File: src/design/dcache_pkg.sv
package dcache_pkg;

    // address split: tag | index | byte offset
    localparam int ADDR_W        = 32;
    localparam int WORD_OFFSET_W = 2;   // 4 words per line
    localparam int BYTE_OFFSET_W = WORD_OFFSET_W + 2;
    localparam int INDEX_W       = 4;
    localparam int TAG_W         = ADDR_W - INDEX_W - BYTE_OFFSET_W;

    // geometry
    localparam int SET_NUM    = 1 << INDEX_W;
    localparam int LINE_BYTES = 1 << BYTE_OFFSET_W;
    localparam int LINE_W     = LINE_BYTES * 8;
    localparam int NUM_WAYS   = 2;      // one lru bit per set covers two ways

    // access size of a load or store
    typedef enum logic [1:0] {
        SIZE_BYTE = 2'd0,
        SIZE_HALF = 2'd1,
        SIZE_WORD = 2'd2
    } size_t;

    // controller states
    typedef enum logic [2:0] {
        ST_IDLE      = 3'd0,
        ST_LOOKUP    = 3'd1,   // tag compare, hit response
        ST_WRITEBACK = 3'd2,   // dirty victim out to memory
        ST_MISS      = 3'd3,   // line read request
        ST_REFILL    = 3'd4,   // victim way overwritten
        ST_RESPOND   = 3'd5    // re-read after refill
    } state_t;

endpackage
File: src/design/dcache_load_align.sv
module dcache_load_align (
    input  logic [dcache_pkg::NUM_WAYS-1:0]                         i_way_hit,
    input  logic [dcache_pkg::NUM_WAYS-1:0][dcache_pkg::LINE_W-1:0] i_way_line,
    input  logic [dcache_pkg::BYTE_OFFSET_W-1:0]                    i_addr_low,
    input  dcache_pkg::size_t                                       i_size,
    input  logic                                                    i_signed,
    output logic [31:0]                                             o_rdata
);
    import dcache_pkg::*;

    logic [LINE_W-1:0]        hit_line;
    logic [WORD_OFFSET_W-1:0] word_sel;
    logic [31:0]              word;
    logic [7:0]               byte_val;
    logic [15:0]              half_val;

    // hit is one-hot, so an or of the masked lines selects it
    always_comb begin
        hit_line = '0;
        for (int w = 0; w < NUM_WAYS; w++) begin
            if (i_way_hit[w])
                hit_line = hit_line | i_way_line[w];
        end
    end

    assign word_sel = i_addr_low[BYTE_OFFSET_W-1 -: WORD_OFFSET_W];
    assign word     = hit_line[word_sel*32 +: 32];
    assign byte_val = word[i_addr_low[1:0]*8 +: 8];
    assign half_val = word[i_addr_low[1]*16 +: 16];

    always_comb begin
        case (i_size)
            SIZE_BYTE: o_rdata = {{24{byte_val[7] & i_signed}}, byte_val};
            SIZE_HALF: o_rdata = {{16{half_val[15] & i_signed}}, half_val};
            SIZE_WORD: o_rdata = word;
            default:   o_rdata = 32'd0;   // store or exception response
        endcase
    end

endmodule

File: config.mk
export PLATFORM = sky130hd
export DESIGN_NAME = dcache_load_align
export DESIGN_NICKNAME = d
export VERILOG_FILES = /design/src/design/dcache_pkg.sv /design/src/design/dcache_load_align.sv
export SDC_FILE = /design/constraint.sdc
export NUM_CORES = 1
export LEC_CHECK = 0
export BUFFER_PORTS_ARGS = -buffer_cell sky130_fd_sc_hd__buf_2
export CORE_AREA = 2 2 114 116
export DETAILED_ROUTE_END_ITERATION = 16
export DIE_AREA = 0 0 116 118
export GPL_ROUTABILITY_DRIVEN = 0
export SYNTH_ARGS = -nofsm -noshare
export SYNTH_HDL_FRONTEND = slang
export SYNTH_SLANG_ARGS = --single-unit
File: constraint.sdc
create_clock -name vclk -period 1.95
set_clock_uncertainty 0.05 [all_clocks]
set_input_delay 0.195 -clock vclk [all_inputs]
set_output_delay 0.195 -clock vclk [all_outputs]
set_load 0.01 [all_outputs]
Word level (Yosys, flattened, before mapping)

Cells that the tools add are included.

Bits in registers: 0

Equal/unequal tests: 2
Shifts and indexed selects: 3
Multiplexer cells: 3
Bitwise logic cells: 3
Reduce and logical (&&, ||, !) cells: 1

Operator list:

| cell               | count |
|---|---|
| $mux 128           | 2 |
| $or 128x128->128   | 1 |
| $shiftx 128x8->32  | 1 |
| $pmux 32 s3        | 1 |
| $shiftx 32x6->16   | 1 |
| $shiftx 32x6->8    | 1 |
| $and 1x1->1        | 2 |
| $eq 2x1->1 const B | 1 |
| $eq 2x2->1 const B | 1 |
| $logic_not 2->1    | 1 |

Longest topological paths before layout

Word-level depth: 7
Mapped depth: 9

Worst setup path before layout

Ideal clock, no wire load.

Kind: in2out
From: input i_way_hit[0] in the netlist's numbering
To: output o_rdata[3]
Arrival: 1714 ps
Data required time: 1705 ps
Path slack: -9 ps
Cell stages on the path: 7
Cells stage by stage: buf_2 buf_2 buf_1 a221oi_1 nor4_1 mux2i_1 o21ai_0

Cells in the longest elaborated chain, start to end: 6

Ends and longest elaborated chain:

| what                                                | line                                             | RTL |
|---|---|---|
| start, declared                                     | dcache_load_align.sv:2                           | `input logic [dcache_pkg::NUM_WAYS-1:0] i_way_hit,` |
| $mux 128 *                                          | dcache_load_align.sv:21                          | `if (i_way_hit[w])` |
| $or 128x128->128                                    | dcache_load_align.sv:22                          | `hit_line = hit_line \| i_way_line[w];` |
| $mux 128 *                                          | dcache_load_align.sv:21                          |  |
| $shiftx 128x8->32 *                                 | dcache_load_align.sv:27                          | `assign word = hit_line[word_sel*32 +: 32];` |
| $shiftx 32x6->16 or $shiftx 32x6->8 (tied branches) | dcache_load_align.sv:29, dcache_load_align.sv:28 |  |
| $pmux 32 s3 *                                       | dcache_load_align.sv:32                          | `case (i_size)` |
| end, declared                                       | dcache_load_align.sv:7                           | `output logic [31:0] o_rdata` |

Mark *: on every way between the ends. The rest lies on a longest branch, timed or not.

Final worst setup path

From: input i_addr_low[2] in the netlist's numbering
To: output o_rdata[28]

Cells in the longest elaborated chain, start to end: 4

Ends and longest elaborated chain:

| what                                                | line                                             | RTL |
|---|---|---|
| start, declared                                     | dcache_load_align.sv:4                           | `input logic [dcache_pkg::BYTE_OFFSET_W-1:0] i_addr_low,` |
| $shiftx 128x8->32 *                                 | dcache_load_align.sv:27                          |  |
| $shiftx 32x6->16 or $shiftx 32x6->8 (tied branches) | dcache_load_align.sv:29, dcache_load_align.sv:28 |  |
| $and 1x1->1, on equally long branches               | dcache_load_align.sv:34, dcache_load_align.sv:33 |  |
| $pmux 32 s3 *                                       | dcache_load_align.sv:32                          |  |

Marked as above.

==> flow_summary_export.csv <==
group,metric,value,unit
outcome,status,"finished with violations",
outcome,violations,"negative setup slack",
sta,fin_crit,2.116,ns
sta,setup_viol,28,
cells_and_area,nets,949,
cells_and_area,n_clock_buffer,0,
pwr,internal-power,747.4,uW
route,dr_wl_met2,8.560,mm
pwr,p_sw_share,48.36,%
route,dr_wl_met3,1.276,mm
route,antenna_left,0,
global_route,grt-ovfl-total,0,
hold_path,hold_path_class,"primary input to output port",
logic_synthesis,synth_cells,340,
cells_and_area,seq_cell_count,0,
floorplanning,die_h,118,um
sta,fin_crit_sh,108.5,%
cells_and_area,final_layout_size_suffix_gt1_share,70.97,%
hold_path,hold_path_depth,6,
setup_path,cp-end-kind,"output port",
setup_path,worstSetupStartpointType,"primary input",
logic_synthesis,synth_fp_nets,605,
setup_path,crit_fanout,8,
setup_path,worstPathArrival,1.87,ns
floorplanning,boundaryPins,297,
logic_synthesis,avgSynthCellArea,6.676,um2
sta,finalSetupTns,-2.834,ns
place,pre_cts_slack,-0.3169,ns
place,io_buffer_count,297,
sta,worstMarginPinSlew,0.4835,ns
pwr,leakage,2.559,nW
sta,hold_viol,0,
route,drt-total-wl,16.94,mm
logic_synthesis,yosysWarnings,0,
route,drt_iter0_markers,260,
global_route,grt_max_degree,37,
global_route,grt_util_all_layers,21.38,%
floorplanning,coreArea,0.01241,mm2
route,via_per_inst,5.377,
pwr,powerDensity,270.3,mW/mm2
global_route,grt_pass1_vias,4218,
sta,max_freq,472.5,MHz
route,wl_met1,6.946,mm
global_route,grt_antenna_before_repair,0,
cells_and_area,area_delta_synth_final,135.9,%
cells_and_area,layout_commonest_cell,"buf_2",
sta,setup_slack,-0.1662,ns
setup_path,startpoint,"i_addr_low[2]",
setup_path,cp.required,1.70,ns
sta,rsz0062_at_grt,"true",
floorplanning,rows,41,
sta,finalMaxSlewViolations,0,
floorplanning,dieArea,0.01369,mm2
route,wl_per_cell,19.83,um
hold_path,min_from,"i_signed",
sta,max_slew_margin,67.77,%
route,drc,0,
hold_path,hold-path-endpoint,"o_rdata[11]",
cells_and_area,antennaDiodeCount,0,
logic_synthesis,synth_top_cell_by_area,"a221oi_1",
cells_and_area,ff_latch_area,0,um2
global_route,grt_pass1_wl,23.00,mm
logic_synthesis,synth_top_area_share,32.41,%
logic_synthesis,ys_seq_area_share,0,%
run,timing.max_cap.violations,0,
clock_network,holdBufCountCts,0,
pwr,ir_worst_vdd,157.7,uV
route,vias,4592,
logic_synthesis,ys_top_cells_by_area,"a221oi_1 (32%), a22oi_1 (12%), a21oi_1 (6.4%)",
pwr,p_seq_share,0,%
place,dp_hpwl,12.97,mm
cells_and_area,final_cell_mix,"buf_2 (288), buf_4 (71), a221oi_1 (46)",
floorplanning,fp.dieW,116,um
pwr,p_clk_share,0,%
route,routed.top_layer,"met4",
pwr,p_switching,699.8,uW
logic_synthesis,syn_area,0.002270,mm2
route,first_pass_iters,5,
logic_synthesis,synth_cell_types,33,
floorplanning,initial_core_util,18.28,%
setup_path,critical_path_class,"primary input to output port",
pwr,p_comb_share,100.0,%
## metrics by stage
stage / util (%) / total power [mW] / std cells / area (um2) / hold WS [ns]
after floorplan: - / 0.5031 / 340 / 2270 / 0.5886
after global placement: 35.55 / 1.168 / 830 / 4413 / 0.9184
after detailed placement: 35.55 / 1.168 / 830 / 4413 / 0.9308
after CTS: 38.47 / 1.286 / 837 / 4776 / 0.9349
after global routing: 43.13 / 1.555 / 854 / 5354 / 0.9768
final: 43.13 / 1.447 / 854 / 5354 / 0.9386
## area by class of cell
class / instances / area (um2)
inverters: 2 / 7.507
well taps: 172 / 215.2
repair buffers: 392 / 2576
fillers: 1338 / 7061
multi-input cells: 288 / 2555
## Yosys cell counts
cell type / number
a211oi_1: 14
a21oi_1: 29
a21oi_4: 1
a221o_1: 8
a221oi_1: 84
a221oi_2: 1
a22o_1: 4
a22oi_1: 35
a31o_2: 1
and3_4: 1
buf_1: 9
buf_2: 5
buf_6: 2
clkbuf_1: 34
inv_1: 2
mux2i_1: 7
nand2_1: 32
nand2b_1: 5
nand3_1: 2
nand3b_1: 1
nor2_1: 9
nor2b_1: 2
nor3_1: 2
nor4_1: 13
o211a_1: 1
o211ai_1: 8
o21ai_0: 14
o21ai_1: 2
o221a_4: 1
o221ai_1: 1
o22a_1: 8
o22ai_1: 1
or2_1: 1
## power groups by stage
stage               Clock, mW  Combinational, mW  Sequential (mW)
floorplan                   0              0.503                0
CTS                         0               1.29                0
global placement            0               1.17                0
detailed placement          0               1.17                0
global route                0               1.55                0
finish                      0               1.45                0
## cell families (layout without fill, tap and decap cells)
| kind of cell | after synthesis | count (layout) | synth area share [%] |
|---|---|---|---|
| mux | 7 | 7 | 3.087 |
| compound gates | 213 | 213 | 73.10 |
| buf+inv | 52 | 394 | 9.537 |
| simple gates | 68 | 68 | 14.28 |
## what timing repair did
action | in CTS | in global routing
pin swaps | 15 | 24
gates resized for setup | 59 | 74
setup endpoints to repair | 32 | 32
gates cloned | 2 | 3
buffers inserted | 5 | 16
## worst max path at each step
stage,end,cells past startpoint
6_report,o_rdata[28],10
5_1_grt,o_rdata[21],10
4_1_cts,o_rdata[20],10
3_5_place_dp,o_rdata[18],10
3_3_place_gp,o_rdata[18],10
2_1_floorplan,o_rdata[22],9
## worst max-delay path: stages
cell,delay (ns)
buf_12,0.11
nand2b_4,0.14
buf_6,0.12
a221o_1,0.28
and3_4,0.17
o221a_4,0.28
a21oi_4,0.18
buf_6,0.19
nand2_1,0.06
buf_2,0.13
## per-layer routing
| metal | GRT usage [%] | vias up |
|---|---|---|
| met5 | 0 | - |
| met4 | 1.116 | 0 |
| met3 | 1.545 | 16 |
| met2 | 38.78 | 245 |
| met1 | 28.71 | 2147 |
| li1 | - | 2184 |
Note: power is estimated with default switching activity, not from simulation.
