`src/design/dcache_pkg.sv`:
```
package dcache_pkg;

    // address split: tag | index | byte offset
    localparam int ADDR_W        = 32;
    localparam int WORD_OFFSET_W = 2;   // 4 words per line
    localparam int BYTE_OFFSET_W = WORD_OFFSET_W + 2;
    localparam int INDEX_W       = 4;
    localparam int TAG_W         = ADDR_W - INDEX_W - BYTE_OFFSET_W;

    // geometry
    localparam int SET_NUM    = 1 << INDEX_W;
    localparam int LINE_BYTES = 1 << BYTE_OFFSET_W;
    localparam int LINE_W     = LINE_BYTES * 8;
    localparam int NUM_WAYS   = 2;      // one lru bit per set covers two ways

    // access size of a load or store
    typedef enum logic [1:0] {
        SIZE_BYTE = 2'd0,
        SIZE_HALF = 2'd1,
        SIZE_WORD = 2'd2
    } size_t;

    // controller states
    typedef enum logic [2:0] {
        ST_IDLE      = 3'd0,
        ST_LOOKUP    = 3'd1,   // tag compare, hit response
        ST_WRITEBACK = 3'd2,   // dirty victim out to memory
        ST_MISS      = 3'd3,   // line read request
        ST_REFILL    = 3'd4,   // victim way overwritten
        ST_RESPOND   = 3'd5    // re-read after refill
    } state_t;

endpackage
```
`src/design/dcache_way.sv`:
```
module dcache_way (
    input  logic                              clk,
    input  logic                              rstn,
    input  logic [dcache_pkg::INDEX_W-1:0]    i_rd_index,
    input  logic [dcache_pkg::TAG_W-1:0]      i_tag,
    input  logic [dcache_pkg::INDEX_W-1:0]    i_wr_index,
    input  logic [dcache_pkg::LINE_BYTES-1:0] i_byte_we,
    input  logic [dcache_pkg::LINE_W-1:0]     i_wr_line,
    input  logic                              i_fill,       // new tag, valid set
    input  logic                              i_set_dirty,
    output logic                              o_hit,
    output logic [dcache_pkg::LINE_W-1:0]     o_line,
    output logic [dcache_pkg::TAG_W-1:0]      o_tag,
    output logic                              o_valid,
    output logic                              o_dirty
);
    import dcache_pkg::*;

    logic [LINE_W-1:0]  data_mem [SET_NUM];
    logic [TAG_W-1:0]   tag_mem  [SET_NUM];
    logic [SET_NUM-1:0] valid_bits;
    logic [SET_NUM-1:0] dirty_bits;

    // data and tag arrays
    always_ff @(posedge clk) begin
        for (int b = 0; b < LINE_BYTES; b++) begin
            if (i_byte_we[b])
                data_mem[i_wr_index][b*8 +: 8] <= i_wr_line[b*8 +: 8];
        end
        if (i_fill)
            tag_mem[i_wr_index] <= i_tag;
        o_line <= data_mem[i_rd_index];   // synchronous read, old data on collision
        o_tag  <= tag_mem[i_rd_index];
    end

    always_ff @(posedge clk) begin
        if (!rstn) begin
            valid_bits <= '0;
            dirty_bits <= '0;
            o_valid    <= 1'b0;
            o_dirty    <= 1'b0;
        end else begin
            if (i_fill) begin
                valid_bits[i_wr_index] <= 1'b1;
                dirty_bits[i_wr_index] <= i_set_dirty;   // clean for load refill
            end else if (i_set_dirty) begin
                dirty_bits[i_wr_index] <= 1'b1;
            end
            o_valid <= valid_bits[i_rd_index];
            o_dirty <= dirty_bits[i_rd_index];
        end
    end

    assign o_hit = o_valid && (o_tag == i_tag);

endmodule

```
`config.mk`:
```
export PLATFORM = sky130hd
export DESIGN_NAME = dcache_way
export DESIGN_NICKNAME = d
export VERILOG_FILES = /design/src/design/dcache_pkg.sv /design/src/design/dcache_way.sv
export SDC_FILE = /design/constraint.sdc
export NUM_CORES = 2
export LEC_CHECK = 0
export BUFFER_PORTS_ARGS = -buffer_cell sky130_fd_sc_hd__buf_2
export CORE_MARGIN = 1
export CORE_UTILIZATION = 55
export CTS_CLUSTER_SIZE = 14
export DETAILED_ROUTE_END_ITERATION = 10
export GPL_TIMING_DRIVEN = 1
export PLACE_DENSITY = 0.72
export SETUP_SLACK_MARGIN = 0.5
export SLEW_MARGIN = 20
export SYNTH_ARGS = -nofsm -noshare
export SYNTH_HDL_FRONTEND = slang
export SYNTH_SLANG_ARGS = --single-unit
```
`constraint.sdc`:
```
create_clock -name clk -period 3 [get_ports clk]
set_clock_uncertainty 0.2 [all_clocks]
set_input_delay 0.45 -clock clk [delete_from_list [all_inputs] [get_ports clk]]
set_output_delay 0.45 -clock clk [all_outputs]
set_load 0.02 [all_outputs]
```
### After elaboration in Yosys (flattened, before gate mapping)

Memory sizes are Yosys's and may differ from the RTL's. A register that Yosys moved wholly into a read port is not among the register bits.
Cells that the tools add are included.

* bits of input ports: 180
* flip-flop bits (word level): 34
* word-level logic and storage cells: 58
* memories kept: 2
* memory bits (writable): 2432

* eq/ne operators: 1
* reductions and logical operators: 3
* muxes and demuxes: 43
* bitwise gates (word level): 2
* order comparisons: 3

Memories
* data_mem: depth 16, width 128, rd ports 1, clocked after memory_dff 1, write ports 1, RTL line dcache_way.sv:19 `logic [LINE_W-1:0] data_mem [SET_NUM];`
* tag_mem: depth 16, width 24, rd ports 1, clocked after memory_dff 1, write ports 1, RTL line dcache_way.sv:20 `logic [TAG_W-1:0] tag_mem [SET_NUM];`

Operators by type and width (number)
* $mux 1: 37
* $mux 16: 2
* $or 16x16->16: 2
* $eq 24x24->1: 1
* $bwmux 16: 1
* $lt 4x5->1 const B: 2
* $bmux 1 s4: 2
* $demux 1 s4: 1
* $ge 4x1->1 const B: 1
* $logic_and 1x1->1: 2
* $reduce_bool 2->1: 1

### Depth between registers and ports, before layout

* depth after elaboration: 7
* mapped depth: 9

### Least setup slack after synthesis

No wires, ideal clock.

* path type: input-to-reg
* start point: in i_wr_index[2] in the netlist's numbering
* end point: mem tag_mem[0][0] in the netlist's numbering (enable)
* data arrival time: 1.724 ns
* library setup time: 0.380 ns
* cell stages on the path: 4
* slack: 0.697 ns
* data required time: 2.420 ns
* buffers on the path: 1
* cells stage by stage: clkbuf_1 > nor4_2 > nand2_1 > inv_1

RTL lines
* start: declaration: RTL line dcache_way.sv:6 `input logic [dcache_pkg::INDEX_W-1:0] i_wr_index,`
* end: declaration: RTL line dcache_way.sv:20

No word-level cell before the write port.

### Worst setup path after layout

* start point: reg o_tag[1] in the netlist's numbering, read port of tag_mem
* end point: out o_hit

* cells in the longest elaborated chain, start to end: 2

Ends and longest elaborated chain
* start: declaration: RTL line dcache_way.sv:13 `output logic [dcache_pkg::TAG_W-1:0] o_tag,`
* $eq 24x24->1: RTL line dcache_way.sv:54 `assign o_hit = o_valid && (o_tag == i_tag);`
* $logic_and 1x1->1: RTL line dcache_way.sv:54
* end: declaration: RTL line dcache_way.sv:11 `output logic o_hit,`

Every way passes these cells.

==> metrics.md <==
| Metric | Value |
|---|---|
| Pwr per Cell Area | 675 nW/µm² |
| IO Count | approximately 340 |
| Initial antenna violation count | 38 |
| Max clock buf depth | 3 |
| Number of flops mapped to enable cells by yosys | approximately 2400 |
| Critical path class | flip-flop to output pin |
| Grt ovf | 0 |
| Area delta synth->final | 15.5% |
| Post-synthesis sequential area ratio | between 70% and 80% |
| Die Area | about 180000 µm² |
| CTS Root Cell | clkbuf_16 |
| Total wire length | ~230000 µm |
| Die W | 423 µm |
| Via/cell ratio | ~6.3 |
| Mean post-synth cell area | ~22 µm² |
| Mapped cell area | 97400 µm² |
| Area fraction of the dominant cell type after synthesis | between 70% and 80% |
| Clock insertion delay at the later pin of the skew report | just under 900 ps |
| CP max stage delay | between 400 and 500 ps |
| Worst slack, placed | -91.5 ps |
| Critical path peak fanout | 2 |
| F_max | roughly 320 MHz |
| Initial core utilization | 55.3% |
| # setup viols final | 1 |
| Routed via count | 47367 |
| Hpwl dp | roughly 140000 µm |
| Total power | about 76 mW |
| Violated checks | negative setup slack |
| Synth async-reset ratio | 0% |
| Maxcap violations | 0 |
| Run status | finished with violations |
| Final hold vios | 0 |
| Share of post-route cells with drive strength above 1 | 28.7% |
| Initial DRC count | ~5700 |
| Critical path's top delay family | simple AND/OR/NAND/NOR gates |
| Register area | ~77000 µm² |
| Vias in the first global route | around 48000 |
| CTS tree | yes |
| Post-synth cell types | 32 |
| Die Y | around 420 µm |
| Post-route DRC | 0 |
| Wire length per cell | a little over 30 µm |
| DP Area | 103000 µm² |
| Layout Nets | about 5200 |
| Slew Limit Headroom | between 50% and 60% |
| Synthesized instance count | about 4400 |
| Final Cell Area | ~110000 µm² |
| Fillers | approximately 12000 |
| Top cells by instance count after synthesis | edfxtp_1 (2432), mux4_2 (608), and2_1 (258) |
| Clk slew on worst S/H paths | roughly 60 ps |
| Drt first pass iters | 7 |
| R2R Setup Slk | roughly 1200 ps |
| Core box area | between 150000 and 200000 µm² |
| Worst min path class | input port to flip-flop |
| Top cells by area, synth | edfxtp_1 (75%), mux4_2 (14%), dfxtp_1 (3.8%) |
| Max Slew Vio Count | 0 |
| Pin count of the biggest net entering global routing | 68 |
| Routability Congestion | 0.821 |
| Worst path cell trace | xor2_2, nor4_4, nand3_2, nor4_4, buf_4, buf_6 |
| CP arrival | 2440 ps |
| Worst-margin pin slew | ~710 ps |
| TritonCTS buffer count | roughly 240 |
| Final Core Density | roughly 64% |
| Clock sink count | between 2000 and 3000 |
| Area occupied by multi-input gates | between 15000 and 20000 µm² |
| Leak | about 37 nW |
| Critical Path Source Type | flip-flop |
| Final worst setup slack | -93.6 ps |
| Fin crit period | around 3100 ps |
| Post-synth top area cell | edfxtp_1 |
| ANT nets after route | 0 |
| Worst path slowest cell | nor4_4 |
| Peak VDD IR | around 0.00056 V |
| Cell with the most instances after synthesis | edfxtp_1 |
| Syn. warnings | 0 |
| Top cell by count, worst path | nor4_4 |
| CP required | between 2000 and 2500 ps |
| Number of I/O port buffers | roughly 330 |
| Rows | 154 |
| Worst setup EP type | output pin |
| Buffers & Inverters on Critical Path | 2 |
| Total track usage | between 20% and 30% |
| H-tree Lvls | 4 |
| First-pass GRT wire length | between 300000 and 400000 µm |
| RSZ-0062 raised after global routing | yes |
| Syn_nets | around 4600 |
| Synthesized flop and latch total | about 2600 |
| Final worst-path cycle share | 103% |
| Top_reg_cell synth | edfxtp_1 |
[cell usage in the layout, fill, tap and decap left out, types with 8 or more instances in the layout]
cell type / count
nand2_1: 128
dlygate4sd3_1: 156
buf_2: 330
inv_1: 16
and2_1: 257
nor2b_1: 19
mux2i_1: 14
xor2_1: 12
clkinv_1: 42
xnor2_1: 8
mux4_2: 608
buf_12: 71
nor2_1: 43
diode_2: 17
clkinv_2: 45
bufinv_16: 16
o22ai_1: 84
clkbuf_1: 58
buf_4: 84
o21a_1: 16
clkbuf_16: 244
edfxtp_1: 2432
a22oi_1: 240
clkbuf_8: 24
dfxtp_1: 181
[sequential cells by signal, summed over array words and instances, names as in the netlist]
| register | cells |
|---|---|
| o_dirty | 1 |
| o_line | 128 |
| data_mem | 2048 |
| dirty_bits | 16 |
| valid_bits | 16 |
| o_tag | 24 |
| o_valid | 1 |
| tag_mem | 384 |
[worst reg2reg max path, cell delays in order (launching register included)]
cell      delay, ps
edfxtp_1        360
mux4_2          470
a22oi_1         450
nand2_1         180
[metal layers]
metal	track usage [%]	part of all wire, %
met1	35.4	37
met2	42.6	50
met3	5.50	8.8
met4	10.7	4.0
met5	0	0.037
[stage by stage]
stage / TNS [ps] / hold slack [ps] / cells
finish: -93.6 / 47.9 / 7576
global route: -181 / 60.9 / 7571
floorplan: 0 / 235 / 4380
detailed placement: -91.5 / 254 / 6949
CTS: -150 / 1.40 / 7558
global placement: -31.9 / 246 / 6947
[report_power, final]
group          internal (mW)  switching, mW
registers               40.8          0.372
logic                   1.78           2.75
clock network           16.9           13.3
[worst paths after layout]
| path | startpoint | to | cells past startpoint |
|---|---|---|---|
| max reg2reg | data_mem[11][82] | o_line[82] | 3 |
| max | o_tag[1] | o_hit | 6 |
| min | i_byte_we[15] | data_mem[10][120] | 2 |
| min reg2reg | valid_bits[12] | valid_bits[12] | 1 |
[cell type report]
type	count	share of cell area, %
inverters	16	0.0534
clock inverters	126	1.06
diodes	17	0.0378
flip-flops and latches	2618	68.3
multi-input cells	1488	17.3
repair buffers	646	4.76
well taps	2340	2.60
clock buffers	325	5.90
[kinds of logic after synthesis]
kind of cell | synth area share (%)
xor+xnor | 0.216
buf+inv | 1.40
flops | 78.8
simple gates | 2.82
compound gates | 2.53
mux | 14.2
[timing repair]
item / 4_1_cts / 5_1_grt
endpoints found under the hold margin: 2462 / 0
pin swaps: 4 / 3
setup endpoints to repair: 1 / 1
resized for setup: 18 / 3
cloned: 0 / 0
setup buffers: 2 / 1
hold buffers: 156 / 0
Note: power is estimated with default switching activity, not from simulation.
