--- src/design/dcache_pkg.sv ---
package dcache_pkg;

    // address split: tag | index | byte offset
    localparam int ADDR_W        = 32;
    localparam int WORD_OFFSET_W = 2;   // 4 words per line
    localparam int BYTE_OFFSET_W = WORD_OFFSET_W + 2;
    localparam int INDEX_W       = 4;
    localparam int TAG_W         = ADDR_W - INDEX_W - BYTE_OFFSET_W;

    // geometry
    localparam int SET_NUM    = 1 << INDEX_W;
    localparam int LINE_BYTES = 1 << BYTE_OFFSET_W;
    localparam int LINE_W     = LINE_BYTES * 8;
    localparam int NUM_WAYS   = 2;      // one lru bit per set covers two ways

    // access size of a load or store
    typedef enum logic [1:0] {
        SIZE_BYTE = 2'd0,
        SIZE_HALF = 2'd1,
        SIZE_WORD = 2'd2
    } size_t;

    // controller states
    typedef enum logic [2:0] {
        ST_IDLE      = 3'd0,
        ST_LOOKUP    = 3'd1,   // tag compare, hit response
        ST_WRITEBACK = 3'd2,   // dirty victim out to memory
        ST_MISS      = 3'd3,   // line read request
        ST_REFILL    = 3'd4,   // victim way overwritten
        ST_RESPOND   = 3'd5    // re-read after refill
    } state_t;

endpackage
--- src/design/dcache_ctrl.sv ---
module dcache_ctrl (
    input  logic                                                    clk,
    input  logic                                                    rstn,
    input  logic                                                    i_req_valid,
    output logic                                                    o_req_ready,
    input  logic                                                    i_req_we,
    input  logic [dcache_pkg::ADDR_W-1:0]                           i_req_addr,
    input  logic [31:0]                                             i_req_wdata,
    input  dcache_pkg::size_t                                       i_req_size,
    input  logic                                                    i_req_signed,
    output logic                                                    o_resp_valid,
    input  logic                                                    i_resp_ready,
    output logic                                                    o_resp_exc,
    output logic                                                    o_mem_rd_valid,
    input  logic                                                    i_mem_rd_ready,
    output logic [dcache_pkg::ADDR_W-1:0]                           o_mem_rd_addr,
    input  logic [dcache_pkg::LINE_W-1:0]                           i_mem_rd_line,
    output logic                                                    o_mem_wr_valid,
    input  logic                                                    i_mem_wr_ready,
    output logic [dcache_pkg::ADDR_W-1:0]                           o_mem_wr_addr,
    output logic [dcache_pkg::LINE_W-1:0]                           o_mem_wr_line,
    output logic [dcache_pkg::INDEX_W-1:0]                          o_rd_index,
    output logic [dcache_pkg::TAG_W-1:0]                            o_lookup_tag,
    output logic [dcache_pkg::INDEX_W-1:0]                          o_wr_index,
    output logic [dcache_pkg::NUM_WAYS-1:0][dcache_pkg::LINE_BYTES-1:0] o_way_byte_we,
    output logic [dcache_pkg::LINE_W-1:0]                           o_way_wr_line,
    output logic [dcache_pkg::NUM_WAYS-1:0]                         o_way_fill,
    output logic [dcache_pkg::NUM_WAYS-1:0]                         o_way_set_dirty,
    input  logic [dcache_pkg::NUM_WAYS-1:0]                         i_way_hit,
    input  logic [dcache_pkg::NUM_WAYS-1:0][dcache_pkg::TAG_W-1:0]  i_way_tag,
    input  logic [dcache_pkg::NUM_WAYS-1:0]                         i_way_valid,
    input  logic [dcache_pkg::NUM_WAYS-1:0]                         i_way_dirty,
    input  logic [dcache_pkg::NUM_WAYS-1:0][dcache_pkg::LINE_W-1:0] i_way_line,
    output logic [dcache_pkg::BYTE_OFFSET_W-1:0]                    o_addr_low,
    output dcache_pkg::size_t                                       o_size,
    output logic                                                    o_signed
);
    import dcache_pkg::*;

    state_t                 state;
    state_t                 next_state;
    logic [ADDR_W-1:0]      addr_q;        // request buffer
    logic [31:0]            wdata_q;
    logic                   we_q;
    size_t                  size_q;
    logic                   signed_q;
    logic [SET_NUM-1:0]     lru;           // way to replace next
    logic                   victim_q;
    logic [LINE_W-1:0]      refill_q;
    logic [INDEX_W-1:0]     index_q;
    logic [TAG_W-1:0]       tag_q;
    logic                   misaligned;
    logic                   any_hit;
    logic                   hit_way;
    logic                   lookup_victim;
    logic                   store_hit;
    logic [3:0]             strb_word;
    logic [LINE_BYTES-1:0]  strb_line;
    logic [LINE_W-1:0]      store_line;
    logic [LINE_W-1:0]      merged_line;

    assign index_q       = addr_q[BYTE_OFFSET_W +: INDEX_W];
    assign tag_q         = addr_q[ADDR_W-1 -: TAG_W];
    assign any_hit       = |i_way_hit;
    assign hit_way       = i_way_hit[1];
    assign lookup_victim = lru[index_q];
    assign store_hit     = (state == ST_LOOKUP) && !misaligned && any_hit && we_q;

    always_comb begin
        case (size_q)
            SIZE_HALF: misaligned = addr_q[0];
            SIZE_WORD: misaligned = |addr_q[1:0];
            default:   misaligned = 1'b0;
        endcase
    end

    // store data and strobes moved to their place in the line
    always_comb begin
        case (size_q)
            SIZE_BYTE: strb_word = 4'b0001;
            SIZE_HALF: strb_word = 4'b0011;
            SIZE_WORD: strb_word = 4'b1111;
            default:   strb_word = 4'b0000;
        endcase
    end
    assign strb_line  = {{(LINE_BYTES-4){1'b0}}, strb_word} << addr_q[BYTE_OFFSET_W-1:0];
    assign store_line = {{(LINE_W-32){1'b0}}, wdata_q} << {addr_q[BYTE_OFFSET_W-1:0], 3'b000};

    always_comb begin
        for (int b = 0; b < LINE_BYTES; b++) begin
            if (we_q && strb_line[b])
                merged_line[b*8 +: 8] = store_line[b*8 +: 8];
            else
                merged_line[b*8 +: 8] = refill_q[b*8 +: 8];
        end
    end

    always_ff @(posedge clk) begin
        if (!rstn) begin
            state <= ST_IDLE;
        end else begin
            state <= next_state;
        end
    end

    always_ff @(posedge clk) begin
        if (o_req_ready && i_req_valid) begin
            addr_q   <= i_req_addr;
            wdata_q  <= i_req_wdata;
            we_q     <= i_req_we;
            size_q   <= i_req_size;
            signed_q <= i_req_signed;
        end
        if (state == ST_LOOKUP && !any_hit)
            victim_q <= lookup_victim;
        if (o_mem_rd_valid && i_mem_rd_ready)
            refill_q <= i_mem_rd_line;   // line only valid in handshake cycle
    end

    always_ff @(posedge clk) begin
        if (!rstn) begin
            lru <= '0;
        end else if (state == ST_LOOKUP && !misaligned && any_hit) begin
            lru[index_q] <= ~hit_way;
        end else if (state == ST_REFILL) begin
            lru[index_q] <= ~victim_q;
        end
    end

    always_comb begin
        next_state = state;
        case (state)
            ST_IDLE: begin
                if (i_req_valid)
                    next_state = ST_LOOKUP;
            end
            ST_LOOKUP: begin
                if (misaligned || any_hit) begin
                    if (i_resp_ready)
                        next_state = ST_IDLE;
                end else if (i_way_valid[lookup_victim] && i_way_dirty[lookup_victim]) begin
                    next_state = ST_WRITEBACK;
                end else begin
                    next_state = ST_MISS;
                end
            end
            ST_WRITEBACK: if (i_mem_wr_ready) next_state = ST_MISS;
            ST_MISS:      if (i_mem_rd_ready) next_state = ST_REFILL;
            ST_REFILL:    next_state = ST_RESPOND;
            ST_RESPOND:   if (any_hit && i_resp_ready) next_state = ST_IDLE;
            default:      next_state = ST_IDLE;
        endcase
    end

    assign o_req_ready  = (state == ST_IDLE);
    assign o_resp_valid = ((state == ST_LOOKUP) && (misaligned || any_hit)) ||
                          ((state == ST_RESPOND) && any_hit);   // wait for the re-read to hit
    assign o_resp_exc   = (state == ST_LOOKUP) && misaligned;

    assign o_mem_rd_valid = (state == ST_MISS);
    assign o_mem_rd_addr  = {addr_q[ADDR_W-1:BYTE_OFFSET_W], {BYTE_OFFSET_W{1'b0}}};
    // victim set keeps being re-read, so payload holds steady
    assign o_mem_wr_valid = (state == ST_WRITEBACK);
    assign o_mem_wr_addr  = {i_way_tag[victim_q], index_q, {BYTE_OFFSET_W{1'b0}}};
    assign o_mem_wr_line  = i_way_line[victim_q];

    assign o_rd_index   = (state == ST_IDLE) ? i_req_addr[BYTE_OFFSET_W +: INDEX_W] : index_q;
    assign o_lookup_tag = tag_q;
    assign o_wr_index   = index_q;

    always_comb begin
        o_way_byte_we   = '0;
        o_way_fill      = '0;
        o_way_set_dirty = '0;
        if (store_hit) begin
            o_way_byte_we[hit_way]   = strb_line;
            o_way_set_dirty[hit_way] = 1'b1;
        end else if (state == ST_REFILL) begin
            o_way_byte_we[victim_q]   = '1;     // whole line
            o_way_fill[victim_q]      = 1'b1;
            o_way_set_dirty[victim_q] = we_q;
        end
    end
    assign o_way_wr_line = (state == ST_REFILL) ? merged_line : store_line;

    assign o_addr_low = addr_q[BYTE_OFFSET_W-1:0];
    assign o_signed   = signed_q;
    // unused size code makes the aligner return zero for stores and exceptions
    assign o_size     = (we_q || misaligned) ? size_t'(2'b11) : size_q;

endmodule

--- config.mk ---
export PLATFORM = sky130hd
export DESIGN_NAME = dcache_ctrl
export DESIGN_NICKNAME = d
export VERILOG_FILES = /design/src/design/dcache_pkg.sv /design/src/design/dcache_ctrl.sv
export SDC_FILE = /design/constraint.sdc
export NUM_CORES = 1
export LEC_CHECK = 0
export ABC_AREA = 1
export BUFFER_PORTS_ARGS = -buffer_cell sky130_fd_sc_hd__clkbuf_2
export CAP_MARGIN = 5
export CORE_AREA = 2 2 360 362
export DETAILED_ROUTE_END_ITERATION = 10
export DIE_AREA = 0 0 362 364
export PLACE_DENSITY_LB_ADDON = 0.25
export SYNTH_ARGS = -nofsm -noshare
export SYNTH_HDL_FRONTEND = slang
export SYNTH_SLANG_ARGS = --single-unit
--- constraint.sdc ---
create_clock -name clk -period 15.5 [get_ports clk]
set_clock_uncertainty 0.05 [all_clocks]
set_input_delay 3.1 -clock clk [delete_from_list [all_inputs] [get_ports clk]]
set_output_delay 3.1 -clock clk [all_outputs]
set_load 0.1 [all_outputs]
# [After elaboration in Yosys (flattened, before gate mapping)]
# Index checks and enable logic that the tools add are counted.
[op_classes] n_eq_ne=12 div=0 mux=59 bitwise_logic=4 shifts=2 reduce_logical=41 mul=0 n_lt_le_gt_ge=7 n_addsub=0
[op_table] op="128-bit two-way mux" count=3
[op_table] op="8-bit two-way mux" count=16
[op_table] op="32-bit by 7-bit left shift with 128-bit output" count=1
[op_table] op="16-bit two-way mux" count=4
[op_table] op="32-bit two-way mux" count=2
[op_table] op="24-bit two-way mux" count=2
[op_table] op="32-bit AND" count=1
[op_table] op="16-bit bitwise mux" count=2
[op_table] op="16-bit demux with 1-bit select" count=2
[op_table] op="1-bit logical AND" count=30
[op_table] op="3-bit two-way mux" count=6
[op_table] op="3-bit case mux with 6 select lines" count=1
[op_table] op="4-bit by 4-bit left shift with 16-bit output" count=1
[op_table] op="4-bit case mux with 3 select lines" count=1
[op_table] op="2-bit two-way mux" count=5
[op_table] op="1-bit two-way mux" count=9
[op_table] op="3-bit by 2-bit == test with 1-bit output (second input constant)" count=2
[op_table] op="3-bit == test (second input constant)" count=2
[op_table] op="1-bit by 2-bit less-than comparator with 1-bit output (second input constant)" count=3
[op_table] op="4-bit by 5-bit less-than comparator with 1-bit output (second input constant)" count=1
[op_table] op="5-bit AND reduction" count=1
[op_table] op="1-bit binary-select mux with 4-bit select" count=1
[op_table] op="1-bit demux with 4-bit select" count=1
[op_table] op="4-bit by 1-bit greater-or-equal comparator with 1-bit output (second input constant)" count=1
[op_table] op="18 further kinds" count=27
[word_totals] n_memories=0 rom_bits=0 ramBits=0 latchBits=0 wordCells=134 ff_bits=216

# [Logic depth before layout (Yosys ltp)]
[depth] depth_word=8 mapped_depth=14 mapped_depth_nobuf=14

# [Worst setup path before layout]
# OpenSTA, ideal clock, no wires.
[synth_timing] kind="input-to-output" start="input port i_way_hit[0] (netlist name)" end="output port o_way_byte_we[20] (netlist name)" arrival_ps=6015 slack_ps=6335 cell_stages=7 path_buffers=1 path_cell_list="nor2_1 > nor2_4 > nand2_2 > inv_1 > nand3_2 > buf_2 > o31ai_1"
[synth_rtl] item="from (decl)" line_no="dcache_ctrl.sv:29" text="input logic [dcache_pkg::NUM_WAYS-1:0] i_way_hit,"
[synth_rtl] item="to (decl)" line_no="dcache_ctrl.sv:25" text="output logic [dcache_pkg::NUM_WAYS-1:0][dcache_pkg::LINE_BYTES-1:0] o_way_byte_we,"

==> impl_metrics.ini <==
[clock_tree]
clk_pin_slew_ns = 0.06
cts_buffer_depth = 3
htreeDepth = 1
cts-hold-fix-buffers = 0
postCtsSetupBuffers = 0
cts.sinks = 216
cts-root-buf = clkbuf_16
clk_latency_ns = 0.60
postCtsResizedCells = 0
numCtsBuffers = 28
cts_tree = built

[timing]
tns_ns = 0
finalSetupViolCount = 0
fin_crit_sh_pct = 54.4
rsz0062_at_grt = no
maxSlewViolCount = 0
worst_pin_slew_ns = 1.38
hold_violations = 0
period_needed_ns = 8.42
clock.fmax_ghz = 0.119
relSlewSlack_pct = 7.25

[placement]
gp_congestion = 0.828
hpwl_um = 90700
port_buffers = 903

[yosys]
synth_top_area_cell = edfxtp_1
ys_seq_area_share_pct = 48.2
yosysWarningCount = 0
synth.area.top_cells = edfxtp_1, mux2_2, nand2_1
ys_types = 38
syn-cell-area_um2 = 13100
ys_seq_elements = 216
yosysMostFrequentCell = nand2_1
synth_edf_count = 197
synth_cells = 1453
ys.flop_type = edfxtp_1
synth-async-reset-ratio_pct = 0
synth_common_cells = nand2_1, edfxtp_1, mux2_2, nor2_1, nand3_1
syn_avg_cell_area_um2 = 8.99
synth.top_cell.area_share_pct = 45.3

[pwr]
power.switching_mw = 1.20
power_frac_seq_pct = 28.0
p_sw_share_pct = 49.1
p_leak_nw = 9.26
p_int_mw = 1.24
ir_worst_vdd_mv = 0.0852
p_comb_share_pct = 43.1
total_power_mw = 2.44
p_per_area_nw_per_um2 = 120
clockPowerShare_pct = 29.0

[floorplanning]
initial_core_util_pct = 10.2
rows = 132
die_height_um = 364
fp.coreArea_um2 = 128000
dieArea_um2 = 132000
die_w_um = 362
io_pins = 912

[routing]
wl_per_cell_um = 26.3
drtIter0Drc = 667
dr_wl_met3_um = 8930
routed_wl_um = 105000
drt-met1-wl_um = 38100
firstDrtPassIters = 6
drc_errors = 0
vias_per_cell = 3.60
wl_met2_um = 54800
ant_nets = 0
top_layer = met5
dr_total_vias = 14400

[global_route]
antenna_found_initial = 91
grt_pass1_vias = 13800
grt_pass1_wl_um = 132000
grt.overflow.total = 0
grt_max_degree = 153
grtUsageTotal_pct = 15.1

[finish]
nets = 2805
area_growth_syn_to_layout_pct = 54.9
final_layout_size_suffix_gt1_share_pct = 50.3

[critical_path]
cp.arrival_ns = 5.27
path_class = in2out
cp_max_fo = 17
worstPathRequired_ns = 12.35
start_kind = input port
endpoint_kind = output pin

[flow_run]
max-cap-violations = 0

[run_status]
outcome = finished, final reports clean

[hold_path]
hold_class = reg2reg
-- registers in the layout, summed over array words and instances, names as in the netlist --
| name | cells |
|---|---|
| refill_q | 128 |
| addr_q | 32 |
| wdata_q | 32 |
| lru | 16 |
| state | 3 |
| size_q | 2 |
| o_signed | 1 |
| victim_q | 1 |
| we_q | 1 |
-- metrics by stage --
stage	util [%]	cells	worst slack, ns	hold slack [ns]	area [um^2]
final	15.8	4005	7.08	0.467	20200
after global placement	15.0	3935	7.05	0.439	19200
after detailed placement	15.0	3935	7.02	0.445	19200
after global routing	15.7	3990	6.94	0.495	20200
after floorplan	-	1460	6.34	0.424	13100
after CTS	15.7	3986	7.02	0.465	20200
-- power by group through the flow --
stage               clock network [mW]  registers (mW)  logic (mW)
global route                     0.747           0.683        1.09
finish                           0.706           0.681        1.05
detailed placement                   0           0.694        1.06
CTS                              0.736           0.682        1.07
floorplan                            0           0.744       0.726
global placement                     0           0.694        1.06
-- path summary, 6_finish.rpt --
check | from | endpoint | slack (ns) | cells past startpoint
max | i_way_hit[1] | o_way_byte_we[18] | 7.08 | 8
min | lru[7] | lru[7] | 0.47 | 2
max reg2reg | addr_q[0] | lru[4] | 12.82 | 10
min reg2reg | lru[7] | lru[7] | 0.47 | 2
-- area by class of cell --
cell class / instances / area [um^2]
clock buffer: 35 / 748
clock inverter: 16 / 195
antenna: 19 / 47.5
timing repair buffer: 925 / 4700
fill: 14800 / 108000
sequential: 216 / 6300
multi-input combinational: 1061 / 5930
tap: 1675 / 2100
inverter: 58 / 220
-- routing by layer --
metal	track usage, %	vias to the layer above
met3	5.05	198
met4	3.82	64
met2	28.6	685
li1	-	6704
met1	16.0	6769
met5	0	-
-- critical path, stage by stage --
cell and delay [ns]:
clkbuf_2 0.13, nor2_1 0.11, nor2_4 0.12, nand2_2 0.06, inv_1 0.14, nand3_2 0.57, o31ai_1 0.51, clkbuf_2 0.52
-- placed cells by master, fill, tap and decap left out, drive strengths merged --
cell type	n
nand3	135
o22ai	4
nand4	26
conb	8
clkbuf	938
o21ai	91
or2	2
ha	3
clkinv	11
bufinv	4
inv	59
edfxtp	197
a22oi	2
mux2i	7
diode	19
mux2	168
nor2	156
nor3	18
a21oi	21
dfxtp	19
a31oi	26
a21boi	1
nand2	380
o31ai	13
buf	22
-- cell families after synthesis --
logic type,Yosys count,share of synthesized area (%)
adder cells (fa/ha/maj),3,0.287
flip-flops,216,48.2
buffers and inverters,183,6.72
other,1,0.0287
multiplexers,175,15.0
AO/OA/AOI/OAI,158,6.83
AND/OR/NAND/NOR,717,22.9
Power figures use the tool's default switching activity.
